<file path="src/verilog/mips_isa_pkg.sv">
package mips_isa_pkg;

	localparam logic [31:0] RESET_PC = 32'h0000_0000;

	localparam logic [5:0] OP_SPECIAL  = 6'h00;
	localparam logic [5:0] OP_SPECIAL2 = 6'h1c;
	localparam logic [5:0] OP_ADDI     = 6'h08;
	localparam logic [5:0] OP_ADDIU    = 6'h09;
	localparam logic [5:0] OP_SLTI     = 6'h0a;
	localparam logic [5:0] OP_SLTIU    = 6'h0b;
	localparam logic [5:0] OP_ANDI     = 6'h0c;
	localparam logic [5:0] OP_ORI      = 6'h0d;
	localparam logic [5:0] OP_XORI     = 6'h0e;
	localparam logic [5:0] OP_LUI      = 6'h0f;
	localparam logic [5:0] OP_LB       = 6'h20;
	localparam logic [5:0] OP_LH       = 6'h21;
	localparam logic [5:0] OP_LW       = 6'h23;
	localparam logic [5:0] OP_LBU      = 6'h24;
	localparam logic [5:0] OP_LHU      = 6'h25;
	localparam logic [5:0] OP_SB       = 6'h28;
	localparam logic [5:0] OP_SH       = 6'h29;
	localparam logic [5:0] OP_SW       = 6'h2b;

	// funct field of OP_SPECIAL
	localparam logic [5:0] FN_SLL   = 6'h00;
	localparam logic [5:0] FN_SRL   = 6'h02;
	localparam logic [5:0] FN_SRA   = 6'h03;
	localparam logic [5:0] FN_SLLV  = 6'h04;
	localparam logic [5:0] FN_SRLV  = 6'h06;
	localparam logic [5:0] FN_SRAV  = 6'h07;
	localparam logic [5:0] FN_MFHI  = 6'h10;
	localparam logic [5:0] FN_MTHI  = 6'h11;
	localparam logic [5:0] FN_MFLO  = 6'h12;
	localparam logic [5:0] FN_MTLO  = 6'h13;
	localparam logic [5:0] FN_MULT  = 6'h18;
	localparam logic [5:0] FN_MULTU = 6'h19;
	localparam logic [5:0] FN_DIV   = 6'h1a;
	localparam logic [5:0] FN_DIVU  = 6'h1b;
	localparam logic [5:0] FN_ADD   = 6'h20;
	localparam logic [5:0] FN_ADDU  = 6'h21;
	localparam logic [5:0] FN_SUB   = 6'h22;
	localparam logic [5:0] FN_SUBU  = 6'h23;
	localparam logic [5:0] FN_AND   = 6'h24;
	localparam logic [5:0] FN_OR    = 6'h25;
	localparam logic [5:0] FN_XOR   = 6'h26;
	localparam logic [5:0] FN_NOR   = 6'h27;
	localparam logic [5:0] FN_SLT   = 6'h2a;
	localparam logic [5:0] FN_SLTU  = 6'h2b;

	localparam logic [5:0] FN2_MUL = 6'h02; // funct field of OP_SPECIAL2
	localparam logic [5:0] FN2_CLZ = 6'h20;
	localparam logic [5:0] FN2_CLO = 6'h21;

endpackage

</file>
<file path="src/verilog/decode_ctrl_pkg.sv">
package decode_ctrl_pkg;

	localparam int QUEUE_DEPTH = 4;
	localparam int QUEUE_AW    = $clog2(QUEUE_DEPTH);

	typedef enum logic [3:0] {
		ALU_ADD  = 4'd0,
		ALU_SUB  = 4'd1,
		ALU_CLZ  = 4'd2,
		ALU_CLO  = 4'd3,
		ALU_AND  = 4'd4,
		ALU_SLT  = 4'd5,
		ALU_OR   = 4'd6,
		ALU_SLTU = 4'd7,
		ALU_NOR  = 4'd8,
		ALU_XOR  = 4'd9,
		ALU_LUI  = 4'd10
	} alu_op_e;

	typedef enum logic [1:0] {
		SH_NONE = 2'd0,
		SH_LEFT = 2'd1,
		SH_SRL  = 2'd2,
		SH_SRA  = 2'd3
	} shift_op_e;

	typedef enum logic [2:0] {
		RES_NONE  = 3'd0,
		RES_ALU   = 3'd1,
		RES_SHIFT = 3'd2,
		RES_MDU   = 3'd4
	} result_sel_e;

	typedef enum logic [1:0] {
		RD_RT   = 2'd0,
		RD_RD   = 2'd1,
		RD_NONE = 2'd2
	} regdst_e;

	typedef enum logic [3:0] {
		MDU_NONE  = 4'd0,
		MDU_DIV   = 4'd1,
		MDU_DIVU  = 4'd2,
		MDU_MUL   = 4'd3,
		MDU_MULT  = 4'd4,
		MDU_MULTU = 4'd5,
		MDU_MFHI  = 4'd6,
		MDU_MFLO  = 4'd7,
		MDU_MTHI  = 4'd8,
		MDU_MTLO  = 4'd9
	} mdu_op_e;

	typedef struct packed {
		logic [31:0] pc;
		logic [31:0] instr;
		logic        bus_err; // read came back with a nonzero rresp
	} fetch_item_t;

	typedef struct packed {
		alu_op_e     alu_op;
		shift_op_e   shift_op;
		logic        shift_sel;   // shift amount taken from rs instead of shamt
		logic        alu_b_sel;   // b operand is the extended immediate
		logic        imm_zext;
		result_sel_e result_sel;
		logic        regwr;
		regdst_e     regdst;
		logic        dmen;
		logic        memrd;
		logic        memwr;
		logic [3:0]  bytesel;
		logic        load_signed;
		mdu_op_e     mdu_op;
		logic        of_ctrl;     // trap on signed overflow
		logic        illegal;
	} id_ctrl_t;

	typedef struct packed {
		logic [31:0] pc;
		logic [31:0] instr;
		id_ctrl_t    ctrl;
	} decoded_item_t;

endpackage

</file>
<file path="src/verilog/instr_fetch.sv">
`timescale 1ns/10ps

module instr_fetch import mips_isa_pkg::*, decode_ctrl_pkg::*; (
	input  logic        clk,
	input  logic        rst_n,
	output logic        arvalid,
	input  logic        arready,
	output logic [31:0] araddr,
	input  logic        rvalid,
	output logic        rready,
	input  logic [31:0] rdata,
	input  logic [1:0]  rresp,
	output logic        push,
	output fetch_item_t push_item,
	input  logic        full
);

	logic [31:0] pc;      // address of the next request
	logic [31:0] req_pc;  // address of the read in flight
	logic        waiting; // address accepted and data not back yet
	logic        ar_hs;

	assign ar_hs  = arvalid && arready;
	assign araddr = pc;
	assign rready = 1'b1;

	// the response is only taken while a read is in flight
	assign push = rvalid && rready && waiting;

	assign push_item.pc      = req_pc;
	assign push_item.instr   = rdata;
	assign push_item.bus_err = (rresp != 2'b00);

	always_ff @(posedge clk) begin
		if (!rst_n) begin
			pc      <= RESET_PC;
			arvalid <= 1'b0;
			waiting <= 1'b0;
		end else begin
			if (ar_hs) begin
				arvalid <= 1'b0;
				waiting <= 1'b1;
				pc      <= pc + 32'd4;
			end else if (!arvalid && !waiting && !full) begin
				arvalid <= 1'b1; // only fetch fills the queue so room is checked before asking
			end
			if (push) begin
				waiting <= 1'b0;
			end
		end
	end

	always_ff @(posedge clk) begin
		if (ar_hs) begin
			req_pc <= pc;
		end
	end

endmodule

</file>
<file path="src/verilog/stage_fifo.sv">
`timescale 1ns/10ps

module stage_fifo import decode_ctrl_pkg::*; #(
	parameter type payload_t = logic [31:0]
) (
	input  logic     clk,
	input  logic     rst_n,
	input  logic     push,
	input  payload_t push_item,
	output logic     full,
	output logic     out_valid,
	input  logic     out_ready,
	output payload_t out_item
);

	payload_t            mem [QUEUE_DEPTH];
	logic [QUEUE_AW-1:0] wr_ptr;
	logic [QUEUE_AW-1:0] rd_ptr;
	logic [QUEUE_AW:0]   count;
	logic                empty;
	logic                wr_en;
	logic                pop;

	assign wr_en     = push && !full;
	assign pop       = out_valid && out_ready;
	assign out_valid = !empty;
	assign out_item  = mem[rd_ptr]; // head entry only changes on a pop

	always_ff @(posedge clk) begin
		if (wr_en) begin
			mem[wr_ptr] <= push_item;
		end
	end

	always_ff @(posedge clk) begin
		if (!rst_n) begin
			wr_ptr <= '0;
			rd_ptr <= '0;
			count  <= '0;
			full   <= 1'b0;
			empty  <= 1'b1;
		end else begin
			if (wr_en) begin
				wr_ptr <= wr_ptr + 1'b1;
			end
			if (pop) begin
				rd_ptr <= rd_ptr + 1'b1;
			end
			// simultaneous push and pop leaves the count alone
			case ({wr_en, pop})
				2'b10: begin
					count <= count + 1'b1;
					full  <= (count == (QUEUE_AW + 1)'(QUEUE_DEPTH - 1));
					empty <= 1'b0;
				end
				2'b01: begin
					count <= count - 1'b1;
					full  <= 1'b0;
					empty <= (count == (QUEUE_AW + 1)'(1));
				end
				default: ;
			endcase
		end
	end

endmodule

</file>
<file path="src/verilog/instr_decode.sv">
`timescale 1ns/10ps

module instr_decode import mips_isa_pkg::*, decode_ctrl_pkg::*; (
	input  logic          in_valid,
	output logic          in_ready,
	input  fetch_item_t   in_item,
	output logic          dec_valid,
	input  logic          dec_ready,
	output decoded_item_t dec_item
);

	logic [5:0] op;
	logic [5:0] fn;
	logic       r_alu;     // register form alu ops including clz and clo
	logic       i_alu;
	logic       shift;
	logic       shift_sel;
	logic       load;
	logic       store;
	logic       mdu;
	logic       mdu_wr;    // mul, mfhi and mflo hand a value back to the register file
	logic       acc_word;
	logic       acc_half;
	logic       acc_byte;
	logic       supported;
	logic       illegal;
	alu_op_e    alu_op;
	shift_op_e  shift_op;
	mdu_op_e    mdu_op;
	id_ctrl_t   ctrl;

	assign op = in_item.instr[31:26];
	assign fn = in_item.instr[5:0];

	assign r_alu = (op == OP_SPECIAL && fn inside {FN_ADD, FN_ADDU, FN_SUB, FN_SUBU, FN_AND,
			FN_OR, FN_XOR, FN_NOR, FN_SLT, FN_SLTU}) ||
		(op == OP_SPECIAL2 && fn inside {FN2_CLZ, FN2_CLO});
	assign i_alu = op inside {OP_ADDI, OP_ADDIU, OP_SLTI, OP_SLTIU, OP_ANDI, OP_ORI, OP_XORI, OP_LUI};
	assign shift = op == OP_SPECIAL && fn inside {FN_SLL, FN_SRL, FN_SRA, FN_SLLV, FN_SRLV, FN_SRAV};
	assign shift_sel = op == OP_SPECIAL && fn inside {FN_SLLV, FN_SRLV, FN_SRAV};
	assign load  = op inside {OP_LB, OP_LH, OP_LW, OP_LBU, OP_LHU};
	assign store = op inside {OP_SB, OP_SH, OP_SW};
	assign mdu    = (mdu_op != MDU_NONE);
	assign mdu_wr = mdu_op inside {MDU_MUL, MDU_MFHI, MDU_MFLO};

	assign acc_word = op inside {OP_LW, OP_SW};
	assign acc_half = op inside {OP_LH, OP_LHU, OP_SH};
	assign acc_byte = op inside {OP_LB, OP_LBU, OP_SB};

	assign supported = r_alu || i_alu || shift || load || store || mdu;
	assign illegal   = !supported || in_item.bus_err; // branches, jumps and cop0 land here too

	always_comb begin
		alu_op = ALU_ADD; // loads and stores add base and offset
		case (op)
			OP_SPECIAL: begin
				case (fn)
					FN_SUB, FN_SUBU: alu_op = ALU_SUB;
					FN_AND:          alu_op = ALU_AND;
					FN_OR:           alu_op = ALU_OR;
					FN_XOR:          alu_op = ALU_XOR;
					FN_NOR:          alu_op = ALU_NOR;
					FN_SLT:          alu_op = ALU_SLT;
					FN_SLTU:         alu_op = ALU_SLTU;
					default:         alu_op = ALU_ADD;
				endcase
			end
			OP_SPECIAL2: begin
				if (fn == FN2_CLZ)
					alu_op = ALU_CLZ;
				else if (fn == FN2_CLO)
					alu_op = ALU_CLO;
			end
			OP_SLTI:  alu_op = ALU_SLT;
			OP_SLTIU: alu_op = ALU_SLTU;
			OP_ANDI:  alu_op = ALU_AND;
			OP_ORI:   alu_op = ALU_OR;
			OP_XORI:  alu_op = ALU_XOR;
			OP_LUI:   alu_op = ALU_LUI;
			default:  alu_op = ALU_ADD;
		endcase
	end

	always_comb begin
		if (!shift)
			shift_op = SH_NONE;
		else if (fn == FN_SLL || fn == FN_SLLV)
			shift_op = SH_LEFT;
		else if (fn == FN_SRL || fn == FN_SRLV)
			shift_op = SH_SRL;
		else
			shift_op = SH_SRA;
	end

	always_comb begin
		mdu_op = MDU_NONE;
		if (op == OP_SPECIAL) begin
			case (fn)
				FN_DIV:   mdu_op = MDU_DIV;
				FN_DIVU:  mdu_op = MDU_DIVU;
				FN_MULT:  mdu_op = MDU_MULT;
				FN_MULTU: mdu_op = MDU_MULTU;
				FN_MFHI:  mdu_op = MDU_MFHI;
				FN_MFLO:  mdu_op = MDU_MFLO;
				FN_MTHI:  mdu_op = MDU_MTHI;
				FN_MTLO:  mdu_op = MDU_MTLO;
				default:  mdu_op = MDU_NONE;
			endcase
		end else if (op == OP_SPECIAL2 && fn == FN2_MUL) begin
			mdu_op = MDU_MUL;
		end
	end

	always_comb begin
		ctrl         = '0;
		ctrl.regdst  = RD_NONE;
		ctrl.illegal = 1'b1;
		if (!illegal) begin
			ctrl.illegal     = 1'b0;
			ctrl.alu_op      = alu_op;
			ctrl.shift_op    = shift_op;
			ctrl.shift_sel   = shift_sel;
			ctrl.alu_b_sel   = i_alu || load || store;
			ctrl.imm_zext    = op inside {OP_ANDI, OP_ORI, OP_XORI};
			ctrl.regwr       = r_alu || i_alu || shift || load || mdu_wr;
			ctrl.dmen        = load || store;
			ctrl.memrd       = load;
			ctrl.memwr       = store;
			ctrl.bytesel     = acc_word ? 4'b1111 : acc_half ? 4'b0011 : acc_byte ? 4'b0001 : 4'b0000;
			ctrl.load_signed = op inside {OP_LB, OP_LH};
			ctrl.mdu_op      = mdu_op;
			ctrl.of_ctrl     = (op == OP_SPECIAL && fn inside {FN_ADD, FN_SUB}) || op == OP_ADDI;
			if (shift)
				ctrl.result_sel = RES_SHIFT;
			else if (mdu)
				ctrl.result_sel = RES_MDU;
			else
				ctrl.result_sel = RES_ALU;
			if (i_alu || load)
				ctrl.regdst = RD_RT;
			else if (ctrl.regwr)
				ctrl.regdst = RD_RD;
		end
	end

	assign dec_valid      = in_valid;
	assign in_ready       = dec_ready;
	assign dec_item.pc    = in_item.pc;
	assign dec_item.instr = in_item.instr;
	assign dec_item.ctrl  = ctrl;

endmodule

</file>
<file path="src/verilog/mips_decode_top.sv">
`timescale 1ns/10ps

module mips_decode_top import decode_ctrl_pkg::*; (
	input  logic          clk,
	input  logic          rst_n,
	output logic          arvalid,
	input  logic          arready,
	output logic [31:0]   araddr,
	input  logic          rvalid,
	output logic          rready,
	input  logic [31:0]   rdata,
	input  logic [1:0]    rresp,
	output logic          out_valid,
	input  logic          out_ready,
	output decoded_item_t out_item
);

	logic          fetch_push;
	fetch_item_t   fetch_item;
	logic          fetch_full;
	logic          fq_valid;
	logic          fq_ready;
	fetch_item_t   fq_item;
	logic          dec_valid;
	logic          dec_ready;
	decoded_item_t dec_item;
	logic          dec_full;

	assign dec_ready = !dec_full; // output queue accepts whenever it has a free slot

	instr_fetch u_fetch (
		.clk       (clk),
		.rst_n     (rst_n),
		.arvalid   (arvalid),
		.arready   (arready),
		.araddr    (araddr),
		.rvalid    (rvalid),
		.rready    (rready),
		.rdata     (rdata),
		.rresp     (rresp),
		.push      (fetch_push),
		.push_item (fetch_item),
		.full      (fetch_full)
	);

	stage_fifo #(.payload_t(fetch_item_t)) u_fetch_q (
		.clk       (clk),
		.rst_n     (rst_n),
		.push      (fetch_push),
		.push_item (fetch_item),
		.full      (fetch_full),
		.out_valid (fq_valid),
		.out_ready (fq_ready),
		.out_item  (fq_item)
	);

	instr_decode u_decode (
		.in_valid  (fq_valid),
		.in_ready  (fq_ready),
		.in_item   (fq_item),
		.dec_valid (dec_valid),
		.dec_ready (dec_ready),
		.dec_item  (dec_item)
	);

	stage_fifo #(.payload_t(decoded_item_t)) u_dec_q (
		.clk       (clk),
		.rst_n     (rst_n),
		.push      (dec_valid && dec_ready),
		.push_item (dec_item),
		.full      (dec_full),
		.out_valid (out_valid),
		.out_ready (out_ready),
		.out_item  (out_item)
	);

endmodule

</file>
<file path="config.mk">
export PLATFORM = sky130hd
export DESIGN_NAME = mips_decode_top
export DESIGN_NICKNAME = d
export VERILOG_FILES = /design/src/verilog/mips_isa_pkg.sv /design/src/verilog/decode_ctrl_pkg.sv /design/src/verilog/instr_fetch.sv /design/src/verilog/stage_fifo.sv /design/src/verilog/instr_decode.sv /design/src/verilog/mips_decode_top.sv
export SDC_FILE = /design/constraint.sdc
export NUM_CORES = 1
export LEC_CHECK = 0
export BUFFER_PORTS_ARGS = -buffer_cell sky130_fd_sc_hd__buf_2
export CAP_MARGIN = 40
export CORE_MARGIN = 1
export CORE_UTILIZATION = 44
export CTS_CLUSTER_SIZE = 25
export DETAILED_ROUTE_END_ITERATION = 10
export PLACE_DENSITY_LB_ADDON = 0.12
export SETUP_SLACK_MARGIN = 0.15
export SLEW_MARGIN = 30
export SYNTH_ARGS = -nofsm -noshare
export SYNTH_HDL_FRONTEND = slang
export SYNTH_HIERARCHICAL = 1
export SYNTH_SLANG_ARGS = --single-unit
export TNS_END_PERCENT = 100
</file>
<file path="constraint.sdc">
create_clock -name clk -period 4.2 [get_ports clk]
set_input_delay 0.42 -clock clk [delete_from_list [all_inputs] [get_ports clk]]
set_output_delay 0.42 -clock clk [all_outputs]
set_load 0.05 [all_outputs]
</file>
==> reports/qor.csv, run 1 <==
metric,value,unit
drt_iter0_markers,814,
drive_gt1_share,29.9,%
hold_path.class,input port to flop,
synthSimpleGateAreaFrac,3.96,%
yosysSeqAreaShare,74.8,%
htreeDepth,3,
die_h,254,um
synth_flop_cell,edfxtp_1,
area_growth,11.7,%
worst_slew_pin_slew,0.724,ns
skew,0.0217,ns
crit_type,flop to flop,
clockBufferDepth,3,
synth_top_family_by_area,multiplexers,
cp.required,4.52,ns
rrSetupSlack,0.95,ns
globalRouteOverflowTotal,0,
synth_compound_area_share,1.96,%
p_per_area,535,mW/mm2
crit_path_start_kind,flop,
p_leak,10.0,nW
r2r-end,u_dec_q/mem[0][16],
dpl.hpwl,33100,um
max-slew-margin-rel,51.8,%
wl_per_cell,22.8,um
fin_tns_setup,0,ns
period_share,77.3,%
arrival,3.57,ns
p_total,16.7,mW
yosys_warnings,6,
core_area,0.0630,mm2
cts.sinks,716,
mostFrequentLayoutCells,"edfxtp_1, buf_2, mux4_2",
synth_async_sr_flop_share,0,%
clk_latency,0.60,ns
viasPerCell,5.33,
rr_worst_depth,8,
dr.pass1.iters,5,
maxCapViolations,0,
post_cts_resized,0,
synthCells,1401,
synth-adder-area-share,1.12,%
slew_violations,0,
synth_edf_count,662,
die_area,0.0647,mm2
nets,1575,
grt_max_degree,83,
muxShareOfSynthArea,12.9,%
avgSynthCellArea,20.0,um2
cpPeakStageDelay,0.65,ns
fp-row-count,92,
grt_pass1_wl,82800,um
initial_core_util,44.5,%
cp-end-kind,flop,
synth_xor_area_share,0.625,%
min_period,3.25,ns
setup_viol,0,
holdPathStages,1,
place.port_buffers,163,
clock.fmax,0.308,GHz
clk_pin_slew,0.06,ns
hp-start,rdata[27],
critPathSlowestCell,mux4_2,
netlist_area,0.0280,mm2
ctsRootBufferMaster,clkbuf_16,
io_pins,167,
ant_nets,0,
ys_types,61,
ir_worst_vdd,0.249,mV
vias,12800,
grt_setup_unrepaired,false,
grt_pass1_vias,13400,
numCtsBuffers,75,
layout_commonest_cell,edfxtp_1,
outcome,"complete, no violations",
die_x,254,um
track_usage,17.4,%
antenna_found_initial,5,
crit_fanout,18,
place_congestion,0.834,
synth_seq_cells,716,
hold_viol_final,0,
worstHoldEndpoint,u_fetch_q/mem[2][28],
wirelength,54900,um
fin_cells,2407,
crit_chain,mux4_2 > inv_1 > ha_1 > o21ai_0 > a221o_1 > a21oi_1 > nor2_1 > a211oi_1,
cts_tree,done,
drcViolationCount,0,
place_inst,2278,
worst max-delay path by stage:
stage | to | cells past startpoint | startpoint
after detailed placement | u_dec_q/mem[2][16] | 7 | flop
after CTS | u_dec_q/mem[0][16] | 7 | flop
final | u_dec_q/mem[0][16] | 8 | flop
after global placement | u_dec_q/mem[0][16] | 7 | flop
after floorplan | u_dec_q/mem[1][0] | 6 | u_fetch_q/empty
after global routing | u_dec_q/mem[0][16] | 7 | flop
registers in the layout, indices dropped and copies added (netlist names), named ones only:
signal and count:
u_fetch_q/count 3, u_fetch_q/full 1, u_dec_q/mem 372, u_fetch_q/mem 260, u_dec_q/count 3, u_dec_q/rd_ptr 2
u_dec_q/empty 1, u_fetch/araddr 30, u_fetch_q/wr_ptr 2, u_fetch/arvalid 1, u_dec_q/wr_ptr 2, u_fetch/waiting 1
u_dec_q/full 1, u_fetch/req_pc 30, u_fetch_q/rd_ptr 2, u_fetch_q/empty 1
synthesized netlist by cell type (all sizes together), types with 3 or more instances:
library cell	number	area share, %
and4	5	0.16
or3	8	0.18
inv	29	0.39
edfxtp	662	71
nor4	6	0.19
buf	143	4.0
nand4	15	0.43
nor3	16	0.38
xor2	11	0.34
nand2b	8	0.18
a31oi	3	0.067
mux4	158	13
or4	12	0.32
nand2	26	0.35
clkbuf	17	0.23
and2	12	0.27
nand3	16	0.29
o211ai	3	0.080
o21ai	14	0.25
nor3b	3	0.080
nand3b	4	0.11
nor2	53	0.71
dfxtp	54	3.9
xnor2	9	0.28
nor2b	8	0.18
ha	25	1.1
a21oi	31	0.55
mux2i	5	0.18
o31ai	11	0.29
a211oi	5	0.13
power breakdown:
| part | internal (mW) | leakage, nW | switching, mW | total (mW) |
|---|---|---|---|---|
| logic | 0.766 | 2.46 | 1.62 | 2.38 |
| clock network | 3.49 | 1.09 | 2.55 | 6.04 |
| registers | 8.18 | 6.50 | 0.142 | 8.33 |
| total | 12.4 | 10.0 | 4.31 | 16.7 |
layer usage:
| layer | global-route usage [%] | wire length (um) | up-vias |
|---|---|---|---|
| li1 | - | - | 5757 |
| met1 | 22.9 | 23300 | 6734 |
| met2 | 30.0 | 28300 | 271 |
| met3 | 2.98 | 2430 | 66 |
| met4 | 4.73 | 859 | 2 |
| met5 | 0 | 7 | - |
metrics by stage:
step / hold slack, ns / setup slack (ns) / utilization, % / instance area, um2
after floorplan: 0.449 / 0.653 / - / 28000
after global placement: 0.462 / 0.945 / 46.1 / 29000
after detailed placement: 0.467 / 0.877 / 46.2 / 29100
after CTS: 0.00263 / 0.829 / 49.7 / 31300
after global routing: 0.0163 / 0.632 / 49.7 / 31300
final: 0.0423 / 0.954 / 49.7 / 31300
what timing repair did:
| action | in CTS | in global routing |
|---|---|---|
| hold buffers | 1 | 0 |
| endpoints found under the hold margin | 4 | 0 |
| buffers inserted | 0 | 0 |
| endpoints found under the setup margin | 0 | 0 |
worst max-delay path, delay by kind of cell, from the launching register on:
kind	cells	cell delay, ns
muxes	1	0.65
AOI/OAI and AO/OA	4	1.10
buffers and inverters	1	0.17
and+or+nand+nor	1	0.11
DFF	1	0.59
adders and majority gates	1	0.35
cells by family after synthesis:
family | Yosys count
multiplexers | 163
adder cells (fa/ha/maj) | 25
AND/OR/NAND/NOR | 197
XOR/XNOR | 20
flip-flops | 716
other | 2
AO/OA/AOI/OAI | 87
buffers and inverters | 191
final cells by class:
cell class                      instances  area (um2)
Clock inverter                         28         165
Tap cell                              846        1060
Multi-Input combinational cell        497        5800
Inverter                               31         116
Timing Repair Buffer                  190        1150
Clock buffer                           98        2060
Sequential cell                       716       21000
Antenna cell                            1        2.50
Fill cell                            5199       31600
Note: power is estimated with default switching activity, not from simulation.
==> run 2: changes to the inputs <==
--- a/config.mk
+++ b/config.mk
@@ -5,6 +5,7 @@
 export SDC_FILE = /design/constraint.sdc
 export NUM_CORES = 1
 export LEC_CHECK = 0
+export ABC_AREA = 1
 export BUFFER_PORTS_ARGS = -buffer_cell sky130_fd_sc_hd__buf_2
 export CAP_MARGIN = 40
 export CORE_MARGIN = 1
==> constraint.sdc (replaced) <==
create_clock -name clk -period 2.85 [get_ports clk]
set_input_delay 0.285 -clock clk [delete_from_list [all_inputs] [get_ports clk]]
set_output_delay 0.285 -clock clk [all_outputs]
set_load 0.05 [all_outputs]
==> run 2 against run 1 <==
Compared with the run above: setup slack got worse by 0.70 ns; register-to-register slack got worse by 0.70 ns; sequential share of layout area decreased by 6.1 points; sequential cell count unchanged; cell area increased by 10%; cell count increased by 55%; largest cell class unchanged.
==> reports/qor.csv, run 2 <==
metric,value,unit,change
area_growth,13.2,%,
critPathSlowestCell,dfxtp_4,,
crit_fanout,10,,-8
drcViolationCount,0,,unchanged
synth_common_cells,"edfxtp_1, nand2_1, inv_1",,
yosysSeqAreaShare,68.8,%,-6.0 points
dr.pass1.iters,5,,unchanged
whs,0.0778,ns,+0.0355 ns
die_h,265,um,+4.2%
cpMostUsedCell,nand2_2,,
crit_path_start_kind,flop,,
slew_violations,0,,unchanged
period_share,91.0,%,+14 points
grt_setup_unrepaired,true,,
arrival,2.93,ns,-0.64 ns
synth_edf_count,662,,unchanged
seq_area,0.0210,mm2,unchanged
die_x,265,um,+4.2%
drive_gt1_share,15.0,%,-15 points
p_leak,13.0,nW,+29%
setup_viol,0,,unchanged
core_area,0.0686,mm2,+8.9%
wl_per_cell,17.2,um,-25%
p_total,29.7,mW,+78%
cp-end-kind,flop,,
ir_worst_vdd,0.390,mV,+56%
largest_reg_flops,372,,unchanged
drt_iter0_markers,1310,,+61%
largest_register,u_dec_q/mem,,
place_congestion,0.826,,-0.88%
ys_types,42,,-31%
nets,2790,,+77%
synth_most_common_cell,edfxtp_1,,
io_pins,167,,unchanged
maxCapViolations,0,,unchanged
synth.top_cell.area_share,65.2,%,-5.7 points
globalRouteOverflowTotal,0,,unchanged
rr_worst_depth,19,,+11
cts.sinks,716,,unchanged
crit_type,flop to flop,,
numCtsBuffers,78,,+4.0%
synth_top_area_cell,edfxtp_1,,
hold_path.class,input port to flop,,
viasPerCell,4.91,,-8.0%
vias,18200,,+42%
wirelength,64000,um,+16%
synth_async_sr_flop_share,0,%,unchanged
track_usage,18.2,%,+0.72 points
crit_chain,buf_4 > nand2_1 > o211ai_1 > nand2_2 > inv_2 > ha_4 > inv_2 > nand2_2 > nor2_2 > nor2_1 > nand2_2 > nand2_1 > nand2_1 > nand2_2 > nor2_4 > nand3_4 > nand2_8 > buf_12 > nor2_1,,
p_per_area,862,mW/mm2,+61%
grt_pass1_wl,98200,um,+19%
reg.largest.list,"u_dec_q/mem x372, u_fetch_q/mem x260",,
grt_max_degree,117,,+41%
r2r-end,u_dec_q/mem[3][1],,
dpl.hpwl,40300,um,+22%
htreeDepth,3,,unchanged
clockBufferDepth,3,,unchanged
netlist_area,0.0305,mm2,+8.7%
endpoint,u_dec_q/mem[3][1],,
cp.required,3.19,ns,-1.33 ns
worst_slew_pin_slew,0.744,ns,+0.0201 ns
layout_commonest_cell,edfxtp_1,,
max-slew-margin-rel,50.4,%,-1.3 points
rrSetupSlack,0.26,ns,-0.70 ns
clk_pin_slew,0.06,ns,about the same
initial_core_util,44.4,%,-0.098 points
ctsRootBufferMaster,clkbuf_16,,
mostFrequentLayoutCells,"edfxtp_1, nand2_1, inv_1",,
yosys_warnings,6,,unchanged
cts_tree,done,,
ant_nets,0,,unchanged
multi_input_area,0.00646,mm2,+12%
grt_pass1_vias,17200,,+28%
min_period,2.59,ns,-0.652 ns
fp-row-count,96,,+4.3%
clk_latency,0.61,ns,about the same
outcome,"complete, no violations",,
antenna_found_initial,7,,+2
cpPeakStageDelay,0.38,ns,-0.27 ns
n_fill_cell,5995,,+15%
skew,0.0178,ns,-0.00391 ns
place.port_buffers,163,,unchanged
die_area,0.0703,mm2,+8.6%
avgSynthCellArea,11.8,um2,-41%
hold_viol_final,0,,unchanged
synth_flop_cell,edfxtp_1,,
yosys-top-cells-area,"edfxtp_1, nand2_1, inv_1",,
clock.fmax,0.386,GHz,+25%
synth_seq_cells,716,,unchanged
synthCells,2591,,+85%
-- run 2: cell count changes after synthesis, moves of 12 or more --
cell	previous run	this run
o21ai_1	0	154
and2_1	12	0
nand3_1	16	38
nor2_2	0	13
nor2_1	53	125
buf_2	18	30
nand2_1	26	450
a21oi_1	31	180
buf_6	11	52
o211ai_1	3	161
or4_1	12	0
mux4_2	158	0
o21ai_0	14	26
inv_1	29	417
-- run 2: worst min-delay path by stage --
stage	endpoint	cells after the start	slack, ns	start
3_3_place_gp	u_fetch_q/mem[2][50]	0	0.47	u_fetch/req_pc[17]
2_1_floorplan	u_dec_q/empty	1	0.38	rst_n
4_1_cts	u_fetch_q/mem[2][0]	2	0.04	rresp[0]
3_5_place_dp	u_fetch_q/mem[1][54]	0	0.48	u_fetch/req_pc[21]
5_1_grt	u_fetch_q/mem[2][0]	2	0.06	rresp[0]
6_report	u_fetch_q/mem[0][0]	2	0.08	rresp[0]
-- run 2: metrics by stage --
stage / utilization [%] / setup TNS [ns] / worst slack [ns] / instances / instance area [um2]
2_1_floorplan: - / -292.03 / -0.785 / 2594 / 30500
3_3_place_gp: 46.0 / 0 / 0.149 / 3530 / 31500
3_5_place_dp: 46.0 / 0 / 0.0513 / 3530 / 31500
4_1_cts: 49.9 / 0 / 0.159 / 3701 / 34200
5_1_grt: 50.3 / 0 / 0.110 / 3715 / 34500
6_report: 50.3 / 0 / 0.256 / 3719 / 34500
-- run 2: critical path, delay by kind of cell (launching register included) --
kind | cells | cell delay (ns)
buf+inv | 4 | 0.48
compound gates | 1 | 0.09
fa+ha+maj | 1 | 0.17
simple gates | 13 | 1.20
flops | 1 | 0.38
-- run 2: report_power, final --
group | switching [mW] | internal (mW) | total, mW | leakage (nW)
logic | 5.66 | 1.79 | 7.46 | 5.47
clock network | 3.90 | 5.39 | 9.29 | 1.14
registers | 0.286 | 12.7 | 13.0 | 6.36
-- run 2: routing by layer --
metal / track usage, % / share of wire, % / up-vias
met1: 25.9 / 47 / 8808
met3: 2.93 / 4.7 / 81
met4: 5.39 / 1.7 / 6
li1: - / - / 8995
met5: 0 / 0.061 / -
met2: 28.7 / 46 / 357
-- run 2: timing repair --
item,CTS,global route
gates resized for setup,5,36
pin swaps,0,10
cloned,0,2
setup endpoints to repair,52,134
endpoints found under the hold margin,129,0
hold buffers,33,0
buffers inserted,0,12
-- run 2: cells by family (layout without fill, tap and decap cells) --
| kind of cell | count (synthesis) | count (layout) | share of synthesized area (%) |
|---|---|---|---|
| buffers and inverters | 634 | 823 | 10.7 |
| other | 2 | 9 | 0.0246 |
| AOI/OAI and AO/OA | 535 | 535 | 10.3 |
| and+or+nand+nor | 673 | 674 | 9.04 |
| DFF | 716 | 716 | 68.8 |
| xor gates and xnor gates | 6 | 6 | 0.172 |
| adders and majority gates | 25 | 25 | 1.03 |
-- run 2: final cells by class --
class / instances / area share [%]
Antenna cell: 4 / 0.0290
Clock buffer: 101 / 6.00
Clock inverter: 37 / 0.813
Inverter: 419 / 4.57
Multi-Input combinational cell: 1245 / 18.7
Sequential cell: 716 / 60.8
Tap cell: 931 / 3.38
Timing Repair Buffer: 266 / 5.64
==> run 3: changes to the inputs <==
--- a/config.mk
+++ b/config.mk
@@ -10,6 +10,7 @@
 export CAP_MARGIN = 40
 export CORE_MARGIN = 1
 export CORE_UTILIZATION = 44
+export CTS_BUF_LIST = sky130_fd_sc_hd__clkbuf_16
 export CTS_CLUSTER_SIZE = 25
 export DETAILED_ROUTE_END_ITERATION = 10
 export PLACE_DENSITY_LB_ADDON = 0.12
==> run 3 against run 2 <==
Compared with the run above: sequential power is essentially flat; sequential share of layout area grew 0.071 points; via count shrank 0.59%; cell count is the same; clock power shrank 2%; setup slack gained 0.037 ns; wire length shrank 0.24%; core utilization shrank 0.058 points; power shrank 0.57%; combinational power is essentially flat; die area is the same; maximum frequency grew 1.4%; critical endpoint unchanged; largest power group unchanged.
==> reports/qor.csv, run 3 (synthesis gave the netlist of run 2 again) <==
metric,value,unit,change
outcome,"complete, no violations",,
io_pins,167,,unchanged
vias,18100,,-0.59%
clockBufferDepth,3,,unchanged
grt_setup_unrepaired,true,,
skew,0.0192,ns,+0.00141 ns
clk_latency,0.61,ns,about the same
initial_core_util,44.4,%,unchanged
p_per_area,858,mW/mm2,-0.46%
area_growth,13.0,%,
slew_violations,0,,unchanged
preCtsSetupSlack,0.0513,ns,unchanged
hold_path.class,input port to flop,,
p_leak,13.0,nW,+0.46%
ant_nets,0,,unchanged
cp.required,3.19,ns,about the same
clock.fmax,0.391,GHz,+1.4%
crit_fanout,10,,unchanged
wl_met3,3080,um,+2.5%
routed-wl-met2,29400,um,-0.71%
maxCapViolations,0,,unchanged
reg.largest.list,"u_dec_q/mem x372, u_fetch_q/mem x260",,
cts_tree,done,,
die_h,265,um,unchanged
setup_viol,0,,unchanged
grt_max_degree,117,,unchanged
viasPerCell,4.88,,-0.59%
place_inst,3530,,unchanged
n_fill_cell,5999,,+0.067%
place.port_buffers,163,,unchanged
fin_ws,0.293,ns,+0.0369 ns
grt_pass1_wl,98200,um,about the same
nets,2790,,unchanged
die_area,0.0703,mm2,unchanged
drive_gt1_share,14.8,%,-0.14 points
core_area,0.0686,mm2,unchanged
crit_chain,a21oi_1 > o21ai_1 > nand2_2 > inv_1 > ha_2 > inv_2 > nand2_2 > nor2_2 > nor2_1 > nand2_2 > nand2_1 > nand2_1 > nand2_1 > nor2_4 > nand3_4 > nand2_8 > buf_12 > nor2_2,,
place_congestion,0.826,,unchanged
htreeDepth,3,,unchanged
dpl.hpwl,40300,um,unchanged
layout_commonest_cell,edfxtp_1,,
top_layer_used,met5,,
crit_type,flop to flop,,
arrival,2.90,ns,-0.03 ns
critPathSlowestCell,dfxtp_4,,
fp-row-count,96,,unchanged
ir_worst_vdd,0.390,mV,about the same
grt_pass1_vias,17200,,-0.029%
mostFrequentLayoutCells,"edfxtp_1, nand2_1, inv_1",,
whs,0.0832,ns,+0.00535 ns
p_total,29.6,mW,-0.57%
antenna_found_initial,7,,unchanged
max-slew-margin-rel,50.2,%,-0.19 points
period_share,89.7,%,-1.3 points
wl_per_cell,17.2,um,-0.24%
globalRouteOverflowTotal,0,,unchanged
wirelength,63800,um,-0.24%
crit_path_start_kind,flop,,
drt_iter0_markers,1241,,-5.3%
numCtsBuffers,78,,unchanged
min_period,2.56,ns,-0.0369 ns
dr.pass1.iters,5,,unchanged
m1WireLength,30200,um,-0.14%
cpPeakStageDelay,0.39,ns,about the same
fin_cells,3719,,unchanged
ctsRootBufferMaster,clkbuf_16,,
fin_tns_setup,0,ns,unchanged
cp-end-kind,flop,,
drcViolationCount,0,,unchanged
clk_pin_slew,0.06,ns,about the same
worst_slew_pin_slew,0.747,ns,+0.00282 ns
die_x,265,um,unchanged
largest_register,u_dec_q/mem,,
hold_viol_final,0,,unchanged
cts.sinks,716,,unchanged
largest_reg_flops,372,,unchanged
track_usage,18.2,%,about the same
-- run 3: what timing repair did --
item | CTS | global route
endpoints found under the hold margin | 129 | 0
resized for setup | 5 | 32
hold buffers | 33 | 0
buffers inserted | 0 | 12
cloned | 0 | 2
pin swaps | 0 | 4
setup endpoints to repair | 52 | 129
-- run 3: cell type report --
cell class | count | area, um2 | share of cell area, %
clock inverter | 60 | 367 | 1.06
antenna | 4 | 10.0 | 0.0291
multi-input combinational | 1245 | 6450 | 18.7
timing repair buffer | 266 | 1940 | 5.64
sequential | 716 | 21000 | 60.9
inverter | 419 | 1570 | 4.57
clock buffer | 78 | 1950 | 5.67
tap | 931 | 1160 | 3.38
-- run 3: path summary, 6_finish.rpt --
path	end	from	depth (start not counted)	slack (ns)
max reg2reg	u_dec_q/mem[3][1]	flop	18	0.29
min reg2reg	u_fetch_q/mem[0][61]	u_fetch/req_pc[28]	0	0.49
min	u_fetch_q/mem[0][0]	rresp[0]	2	0.08
max	u_dec_q/mem[3][1]	flop	18	0.29
-- run 3: per-layer routing --
metal	vias up	global-route usage, %
met5	-	0
met4	6	5.39
met3	81	2.93
met2	342	28.7
met1	8723	25.9
li1	8987	-
-- run 3: per-stage QoR --
stage	utilization, %	area (um2)
final	50.2	34400
after global routing	50.2	34400
after CTS	49.9	34200
after detailed placement	46.0	31500
after global placement	46.0	31500
after floorplan	-	30500
-- run 3: critical path, delay by kind of cell, from the launching register on --
family | cells | cell delay (ns)
buffers and inverters | 3 | 0.33
AOI/OAI and AO/OA | 2 | 0.24
DFF | 1 | 0.39
adders and majority gates | 1 | 0.21
and+or+nand+nor | 12 | 1.11
-- run 3: power breakdown --
group          total, mW  internal (mW)  switching (mW)  leakage [nW]
Clock               9.14           5.24            3.91          1.20
Sequential          13.0           12.7           0.289          6.36
Combinational       7.43           1.78            5.65          5.47
